--- src/rv32v_pkg.sv ---
package rv32v_pkg;

    // one element or one bank word
    typedef logic [31:0] word_t;

    // vector register index
    typedef logic [4:0] vreg_sel_t;

    // width of one vector register in bits
    localparam int VLEN_BITS = 128;

    // element width
    typedef enum logic [1:0] {
        SEW8  = 2'd0,
        SEW16 = 2'd1,
        SEW32 = 2'd2
    } sew_t;

    // lane ALU operations
    // min and max take their signedness from opunsigned
    typedef enum logic [3:0] {
        VALU_ADD = 4'd0,
        VALU_SUB = 4'd1,
        VALU_AND = 4'd2,
        VALU_OR  = 4'd3,
        VALU_XOR = 4'd4,
        VALU_MIN = 4'd5,
        VALU_MAX = 4'd6,
        VALU_SEQ = 4'd7,
        VALU_SNE = 4'd8,
        VALU_SLT = 4'd9,
        VALU_SLE = 4'd10,
        VALU_SGT = 4'd11
    } valuop_t;

    // functional unit select
    typedef enum logic {
        VFU_ALU = 1'b0,
        VFU_RED = 1'b1
    } vfu_t;

    // micro-op index inside a register group
    typedef logic [1:0] uop_num_t;

    // vector length in elements, 0 to 16
    typedef logic [4:0] vl_t;

endpackage

--- src/rv32v_mask_unit.sv ---
`timescale 1ns/1ps

module rv32v_mask_unit #(
    parameter int NUM_LANES = 4
) (
    input  logic [rv32v_pkg::VLEN_BITS-1:0] v0,
    input  logic                            mask_enable,
    input  rv32v_pkg::uop_num_t             uop_num,
    input  rv32v_pkg::vl_t                  vl,
    output logic [NUM_LANES-1:0]            lane_mask,
    output logic [NUM_LANES-1:0]            mask_bits
);
    import rv32v_pkg::*;

    for (genvar k = 0; k < NUM_LANES; k++) begin : g_lane
        // element handled by lane k in this micro-op
        logic [$clog2(VLEN_BITS)-1:0] elem_idx;
        logic                         in_body;

        assign elem_idx = ($clog2(VLEN_BITS))'(int'(uop_num) * NUM_LANES + k);

        // tail elements at or past vl stay inactive
        assign in_body = (elem_idx < {{($clog2(VLEN_BITS) - $bits(vl_t)){1'b0}}, vl});

        // v0 bit only, all ones when unmasked
        assign mask_bits[k] = !mask_enable || v0[elem_idx];

        assign lane_mask[k] = in_body && mask_bits[k];
    end

endmodule

--- config.mk ---
export PLATFORM = sky130hd
export DESIGN_NAME = rv32v_mask_unit
export DESIGN_NICKNAME = d
export VERILOG_FILES = /design/src/rv32v_pkg.sv /design/src/rv32v_mask_unit.sv
export SDC_FILE = /design/constraint.sdc
export NUM_CORES = 1
export LEC_CHECK = 0
export ABC_AREA = 1
export BUFFER_PORTS_ARGS = -buffer_cell sky130_fd_sc_hd__buf_2
export CORE_AREA = 3 3 54 56
export DETAILED_ROUTE_END_ITERATION = 6
export DIE_AREA = 0 0 57 59
export PLACE_DENSITY = 0.76
export SLEW_MARGIN = 20
export SYNTH_ARGS = -nofsm -noshare
export SYNTH_HDL_FRONTEND = slang
export SYNTH_SLANG_ARGS = --single-unit
--- constraint.sdc ---
create_clock -name vclk -period 2.71
set_clock_uncertainty 0.1 [all_clocks]
set_input_delay 0.271 -clock vclk [all_inputs]
set_output_delay 0.271 -clock vclk [all_outputs]
set_load 0.02 [all_outputs]
== Yosys cells after proc, flatten, opt, wreduce, memory -nomap -nowiden ==
Index checks and enable logic that the tools add are counted.

* Register bits: 0

* Mux-type cells: 8
* Reductions and logical operators: 9
* Order comparisons: 8
* Add/sub/neg operators: 3

{| class="wikitable"
|+ Operators with widths
! cell !! number
|-
| < comparator 5 x 8 -> 1 bit, second input constant || 3
|-
| binary-select mux 1 bit (select 7 bit) || 3
|-
| < comparator 5 bit || 3
|-
| adder 4 x 2 -> 5 bit, second input constant || 2
|-
| < comparator 4 x 8 -> 1 bit, second input constant || 1
|-
| adder 4 x 1 -> 5 bit, second input constant || 1
|-
| < comparator 4 x 5 -> 1 bit || 1
|-
| logical AND 1 bit || 4
|-
| logical OR 1 bit || 4
|-
| two-way mux 1 bit || 4
|-
| binary-select mux 1 bit (select 2 bit) || 1
|-
| zero test 1 bit || 1
|}

== Longest topological paths before layout ==
Gate-level depths: netlist of run 1.

* Depth in word-level cells: 5
* Gate-level depth with buffers: 8
* Mapped depth without buffers: 7

== Worst setup path after synthesis of run 1 ==
No wires, ideal clock.

* Kind: input to output
* Start point: input uop_num[0]
* End point: output lane_mask[0]
* Arrival: 1.160 ns
* Stages on the path: 8
* Data required time: 2.339 ns
* Slack: 1.179 ns
* Path through: buf_6 -> inv_8 -> ha_1 -> inv_1 -> nor2_1 -> nand3_1 -> nand2_1 -> a21oi_2

* Cells in the longest elaborated chain, start to end: 4

{| class="wikitable"
|+ Ends and longest elaborated chain
! element !! line !! RTL
|-
| start: declaration || rv32v_mask_unit.sv:8 || <nowiki>input rv32v_pkg::uop_num_t uop_num,</nowiki>
|-
| branches (longest 3 deep; another with < comparator 4 x 5 -> 1 bit) || n/a ||
|-
| logical AND 1 bit * || rv32v_mask_unit.sv:28 || <nowiki>assign lane_mask[k] = in_body && mask_bits[k];</nowiki>
|-
| end: declaration || rv32v_mask_unit.sv:10 || <nowiki>output logic [NUM_LANES-1:0] lane_mask,</nowiki>
|}

Mark *: on every way between the ends. The select of a mux whose other input is x is not followed.

== Worst setup path after layout of run 1 ==
Same ends and word-level chain as after synthesis.

==> results of run 1 <==
## how the worst max path moves through the flow
| stage | slack (ns) | end | from |
|---|---|---|---|
| 2_1_floorplan | 1.18 | lane_mask[0] | uop_num[0] |
| 3_3_place_gp | 0.95 | lane_mask[0] | uop_num[0] |
| 3_5_place_dp | 0.92 | lane_mask[0] | uop_num[0] |
| 4_1_cts | 0.91 | lane_mask[0] | uop_num[0] |
| 5_1_grt | 0.80 | lane_mask[0] | uop_num[0] |
| 6_report | 0.94 | lane_mask[0] | uop_num[0] |
## power by group
part / leakage, nW / switching [mW] / total (mW) / internal (mW)
Sequential: 0 / 0 / 0 / 0
Combinational: 0.316 / 0.0555 / 0.0928 / 0.0373
Clock: 0 / 0 / 0 / 0
Total: 0.316 / 0.0555 / 0.0928 / 0.0373
## placed cells by master (no fill, tap or decap), drive strengths merged
master	count
a21oi	4
buf	32
ha	3
inv	10
nand2	31
nand3	11
nor2	2
o21ai	1
## logic make-up after synthesis
kind of cell	after synthesis
fa+ha+maj	3
simple gates	44
compound gates	5
buf+inv	12
## metal layers
metal  share of wire, %  vias to the layer above  routed length [um]
met5                  0                        -                   0
met4                  0                        0                   0
met3                8.2                        0                  93
met2                 50                       16                 568
met1                 41                      194                 468
li1                   -                      260                   -
## layout make-up
cell class	count	area (sq um)	area share, %
multi-input cells	52	268	52.5
well taps	30	37.5	7.35
repair buffers	32	160	31.4
inverters	10	45.0	8.82
## worst min-delay path: stages
cell and delay (ns):
buf_2 0.15, nand2_1 0.07, buf_2 0.15
==> flow_summary.toml, run 1 <==
[global_route]
grt_max_degree = 11
grt_pass1_vias = 452
use_met1_pct = 8.91
grtUsageTotal_pct = 6.77
antenna_found_initial = 0
grt.overflow.total = 0
grt_first_pass_wirelength_um = 1890
met2_usage_pct = 12.2
grtUsageMet3_pct = 1.31
busiest_layer = "met2"

[synthesis]
synth.most_common_cell = "nand2_1"
yosys.cell_types.count = 14
yosys-top-cells-area = "nand2_1 (33%), nand3_1 (14%), ha_1 (11%)"
ys_seq_area_share_pct = 0
synth_area_leader_cell = "nand2_1"
syn_area_sq_um = 328
synth_xor_area_share_pct = 0
synth-simple-area-share_pct = 59.2
synthCells = 64
synth_top_family_by_area = "simple AND/OR/NAND/NOR gates"
syn-num-nets = 203
postSynthAreaPerCell_sq_um = 5.12
synthMuxAreaShare_pct = 0
synth_compound_area_share_pct = 11.1
synth_commonest_cells = "nand2_1 (29), nand3_1 (9), inv_1 (8)"
yosysTopAreaCellShare_pct = 33.2
synthAdderAreaFrac_pct = 11.5
yosysWarnings = 0

[finish]
clkbuf_count = 0
final_layout_size_suffix_gt1_share_pct = 43.6
fill_cells = 319
final_cell_count_no_fill = 124
utilization_pct = 20.6
area.growth.synth_to_final_pct = 55.7
ff_latch_area_sq_um = 0
stdcell_area_sq_um = 510
nets = 235
numSequentialCells = 0
antennaDiodeCount = 0

[sta]
finalSetupTns_ns = 0
fmax_ghz = 0.564
maxSlewHeadroom_pct = 83.4
drv_slew = 0
rsz0062_at_grt = "false"
tightest_slew_ns = 0.248
fin_crit_sh_pct = 65.4
min_period_ns = 1.77
hold_ws_ns = 0.820
worst_slack_ns = 0.937
final_hold_viol_count = 0
setup_violations = 0

[setup_path]
path_delay_family = "buffers and inverters"
cp_slowest_stage_delay_ns = 0.30
critPathLaunchType = "primary input"
path_cells = "buf_2 -> inv_8 -> ha_1 -> inv_1 -> nor2_1 -> nand3_1 -> nand2_1 -> a21oi_2 -> buf_2"
crit_cells = 9
cp_slowest_cell = "ha_1"
cp-end-kind = "output pin"
critPathKind = "in2out"
cp_data_required_time_ns = 2.34
crit_top_cell = "buf_2"
crit_path_max_fanout = 10
path_buf_inv = 4
arrival_ns = 1.40

[floorplanning]
io_pins = 144
coreArea_sq_um = 2480
dieWidth_um = 57
initial_core_util_pct = 13.2
fp-row-count = 18
die_h_um = 59
fp.dieArea_sq_um = 3360

[job]
maxCapViolations = 0

[hold_path]
hold_class = "in2out"
hold_depth = 3
min_to = "mask_bits[2]"
holdCritStartpoint = "mask_enable"

[drt]
route.antenna.remaining_nets = 0
wl_per_cell_um = 9.11
drc = 0
vias = 470
first_iter_violations = 3
vias_per_cell = 3.79
routed_wl_um = 1130
firstDrtPassIters = 4

[power_and_ir_drop]
peakVddDrop_mv = 0.0559
total_power_mw = 0.0928
p_leak_nw = 0.316
powerDensity_nw_per_um2 = 182

[place]
gp_congestion = 0.739
dp.cells = 124
dpl-instance-area_sq_um = 510
numPortBuffers = 32
pre_cts_ws_ns = 0.916
place_hpwl_um = 1060

[clock_network]
post_cts_buffers = 0
cts.hold.buffers_added = 0
ctsResizeCount = 0

[status]
outcome = "complete, no violations"
No activity file was read; power rests on OpenSTA's default activity.
==> inputs of run 2 (changes only) <==
CORE_AREA = not set   (was 3 3 54 56)
CORE_MARGIN = 3   (was not set)
CORE_UTILIZATION = 13   (was not set)
DIE_AREA = not set   (was 0 0 57 59)
PLACE_DENSITY = 0.79   (was 0.76)
clock period = 1.43 ns   (was 2.71 ns; I/O delays follow)
==> run 2 against run 1 <==
Net effect: non-clock buffer count increased by 4; first-iteration DRC count rose to 2.7 times the previous value; cell count is 1.6% higher; critical endpoint is now lane_mask[2]; largest cell class unchanged; largest power group unchanged.
==> flow_summary.toml, run 2 (synthesized netlist as in run 1, its figures left out) <==
[setup_path]
cp_data_required_time_ns = 1.19
crit_path_max_fanout = 3
arrival_ns = 1.11
critPathKind = "in2out"
cp-end-kind = "output pin"
critPathLaunchType = "primary input"

[job]
maxCapViolations = 0

[drt]
firstDrtPassIters = 4
routed.top_layer = "met4"
dr_wl_met3_um = 93
drc = 0
routed_wl_um = 1190
vias_per_cell = 3.96
routed-wl-met2_um = 581
wl_per_cell_um = 9.47
first_iter_violations = 8
vias = 499
wl_met1_um = 504
route.antenna.remaining_nets = 0

[floorplanning]
fp.dieArea_sq_um = 3160
initial_core_util_pct = 14.3
fp-row-count = 17
dieWidth_um = 56.2
die_h_um = 56.2
coreArea_sq_um = 2300
io_pins = 144

[place]
pre_cts_ws_ns = -0.00407
place_hpwl_um = 1050
numPortBuffers = 32
dp.cells = 126
gp_congestion = 0.713
dpl-instance-area_sq_um = 538

[hold_path]
min_to = "mask_bits[2]"
hold_depth = 3
holdCritStartpoint = "mask_enable"
hold_class = "in2out"

[global_route]
grt_first_pass_wirelength_um = 1830
grt.overflow.total = 0
grt_max_degree = 9
grt_pass1_vias = 456
antenna_found_initial = 0
grtUsageTotal_pct = 6.81

[finish]
area.growth.synth_to_final_pct = 72.5
nets = 239
fill_cells = 275
layout_commonest_cell = "nand2_1"
stdcell_area_sq_um = 566
clkbuf_count = 0
final_cell_mix = "nand2_1 (29), buf_2 (28), nand3_1 (9)"
final_layout_size_suffix_gt1_share_pct = 50.0
numSequentialCells = 0
final_cell_count_no_fill = 126
ff_latch_area_sq_um = 0
antennaDiodeCount = 0

[power_and_ir_drop]
p_leak_nw = 0.338
total_power_mw = 0.201
peakVddDrop_mv = 0.0905
powerDensity_nw_per_um2 = 355

[sta]
final_hold_viol_count = 0
fmax_ghz = 0.739
min_period_ns = 1.35
tightest_slew_ns = 0.162
worst_slack_ns = 0.0771
drv_slew = 0
maxSlewHeadroom_pct = 89.2
fin_crit_sh_pct = 94.6
setup_violations = 0
finalSetupTns_ns = 0

[clock_network]
post_cts_buffers = 0
cts.hold.buffers_added = 0

[status]
outcome = "complete, no violations"
## run 2: cell count changes in the layout (fill, tap and decap cells not counted), sizes merged
cell / before / now
buf: 32 / 35
clkbuf: 0 / 1
## run 2: repair_timing
item,in CTS,in global routing
hold endpoints to repair,0,0
resized for setup,1,8
endpoints found under the setup margin,2,4
pin swaps,0,1
## run 2: report_power, final
| group | leakage [nW] | switching (mW) | total, mW | internal, mW |
|---|---|---|---|---|
| Combinational | 0.338 | 0.112 | 0.201 | 0.0886 |
| Sequential | 0 | 0 | 0 | 0 |
| Clock | 0 | 0 | 0 | 0 |
| Total | 0.338 | 0.112 | 0.201 | 0.0886 |
## run 2: cell type report
| cell class | count | area (sq um) | share of cell area [%] |
|---|---|---|---|
| Multi-Input combinational cell | 52 | 285 | 50.4 |
| Timing Repair Buffer | 36 | 200 | 35.4 |
| Inverter | 10 | 45.0 | 7.96 |
| Tap cell | 28 | 35.0 | 6.19 |
## run 2: layer usage
layer | vias up | GRT usage, %
met5 | - | 0
met4 | 0 | 1.02
met3 | 2 | 1.62
met2 | 17 | 12.9
met1 | 213 | 7.76
li1 | 267 | -
## run 2: through the flow
step                      hold WS, ns  utilization (%)
final                           0.563             24.6
after global routing            0.582             24.6
after global placement          0.559             23.4
after floorplan                 0.412                -
after detailed placement        0.564             23.4
after CTS                       0.564             23.5
## run 2: critical path: stages
cell,delay [ns]
buf_2,0.13
ha_4,0.26
inv_1,0.04
nor2_2,0.09
buf_4,0.12
nand3_1,0.06
nand2_1,0.08
a21oi_2,0.03
buf_4,0.15
## run 2: how the worst max path moves through the flow
stage / startpoint / to / cells past startpoint
2_1_floorplan: uop_num[0] / lane_mask[0] / 8
3_3_place_gp: uop_num[1] / lane_mask[2] / 9
3_5_place_dp: uop_num[1] / lane_mask[2] / 9
4_1_cts: uop_num[1] / lane_mask[2] / 9
5_1_grt: uop_num[0] / lane_mask[0] / 9
6_report: uop_num[1] / lane_mask[2] / 9
==> inputs of run 3 (changes only) <==
BUFFER_PORTS_ARGS = not set   (was -buffer_cell sky130_fd_sc_hd__buf_2)
CORE_AREA = 3 3 54 56   (was not set)
CORE_MARGIN = not set   (was 3)
CORE_UTILIZATION = not set   (was 13)
DIE_AREA = 0 0 57 59   (was not set)
DONT_BUFFER_PORTS = 1   (was not set)
PLACE_DENSITY = 0.3   (was 0.79)
==> run 3 against run 2 <==
Net effect: non-clock buffer count down 35; clock-buffer cell count did not move; total power is 39% lower; via count decreased by 25%.
==> flow_summary.toml, run 3 (synthesized netlist as in run 1, its figures left out) <==
[setup_path]
cp_slowest_stage_delay_ns = 0.28
critPathKind = "in2out"
path_delay_family = "buffers and inverters"
cp_data_required_time_ns = 1.19
cp-end-kind = "output pin"
cp_slowest_cell = "ha_1"
path_buf_inv = 4
arrival_ns = 1.03
crit_path_max_fanout = 4
crit_top_cell = "inv_1"
critPathLaunchType = "primary input"
path_cells = "inv_1 -> ha_1 -> inv_1 -> nor2_2 -> inv_1 -> o21ai_0 -> a21oi_1 -> buf_4"

[drt]
wl_per_cell_um = 12.4
drc = 0
vias = 374
firstDrtPassIters = 3
first_iter_violations = 14
route.antenna.remaining_nets = 0
vias_per_cell = 4.02
routed_wl_um = 1160

[floorplanning]
initial_core_util_pct = 13.2
dieWidth_um = 57
io_pins = 144
coreArea_sq_um = 2480
die_h_um = 59
fp.dieArea_sq_um = 3360
fp-row-count = 18

[sta]
fmax_ghz = 0.784
maxSlewHeadroom_pct = 80.1
finalSetupTns_ns = 0
drv_slew = 0
fin_crit_sh_pct = 89.2
final_hold_viol_count = 0
rsz0062_at_grt = "false"
setup_violations = 0
min_period_ns = 1.28
tightest_slew_ns = 0.299

[finish]
clkbuf_count = 0
final_layout_size_suffix_gt1_share_pct = 17.5
utilization_pct = 14.5
numSequentialCells = 0
final_cell_mix = "nand2_1 (29), nand3_1 (9), inv_1 (8)"
final_cell_count_no_fill = 93
ff_latch_area_sq_um = 0
nets = 204
fill_cells = 314
stdcell_area_sq_um = 360
antennaDiodeCount = 0
area.growth.synth_to_final_pct = 9.92
layout_commonest_cell = "nand2_1"

[power_and_ir_drop]
switchingPower_mw = 0.0829
p_clk_share_pct = 0
powerDensity_nw_per_um2 = 340
switching_share_pct = 67.7
p_leak_nw = 0.199
peakVddDrop_mv = 0.0998
sequentialPowerShare_pct = 0
p_int_mw = 0.0395
pwr-share-comb_pct = 100.0

[global_route]
grt.overflow.total = 0
antenna_found_initial = 0
grt_pass1_vias = 365
grtUsageTotal_pct = 6.64
grt_max_degree = 11
grt_first_pass_wirelength_um = 1800

[place]
dpl-instance-area_sq_um = 358
numPortBuffers = 0
gp_congestion = 0.683
place_hpwl_um = 1050
dp.cells = 93

[hold_path]
holdCritStartpoint = "mask_enable"
hold_depth = 1
hold_class = "in2out"
min_to = "lane_mask[1]"

[status]
outcome = "complete, no violations"

[clock_network]
post_cts_buffers = 0
cts.hold.buffers_added = 0
ctsResizeCount = 0

[job]
maxCapViolations = 0
==> run 3: power by group through the flow <==
stage	clock network [mW]	registers, mW	logic (mW)
2_1_floorplan	0	0	0.112
3_3_place_gp	0	0	0.123
3_5_place_dp	0	0	0.124
4_1_cts	0	0	0.124
5_1_grt	0	0	0.138
6_report	0	0	0.122
==> run 3: area by class of cell <==
cell class	count	area [sq um]	area share (%)
Inverter	10	45.0	12.5
Multi-Input combinational cell	52	270	75.0
Tap cell	30	37.5	10.4
Timing Repair Buffer	1	7.51	2.08
==> run 3: how the worst max path moves through the flow <==
stage | startpoint | endpoint | slack, ns | cells past startpoint
6_report | vl[3] | lane_mask[3] | 0.15 | 8
5_1_grt | vl[3] | lane_mask[3] | 0.05 | 8
4_1_cts | vl[3] | lane_mask[3] | 0.07 | 8
3_5_place_dp | vl[3] | lane_mask[3] | 0.07 | 8
3_3_place_gp | vl[3] | lane_mask[3] | 0.06 | 8
2_1_floorplan | uop_num[0] | lane_mask[0] | 0.15 | 8
==> run 3: metrics by stage <==
stage	hold WS, ns	setup WS, ns	power (mW)
after floorplan	0.412	0.155	0.112
after global routing	0.267	0.0519	0.138
final	0.266	0.154	0.122
after CTS	0.267	0.0712	0.124
after detailed placement	0.268	0.0747	0.124
after global placement	0.267	0.0604	0.123
==> run 3: routing by layer <==
metal | part of all wire [%] | GRT usage [%] | vias to the layer above | wire, um
met5 | 0 | 0 | - | 0
met4 | 0 | 0 | 0 | 0
met3 | 10 | 2.18 | 0 | 118
met2 | 50 | 11.7 | 16 | 578
met1 | 40 | 8.39 | 162 | 458
li1 | - | - | 196 | -
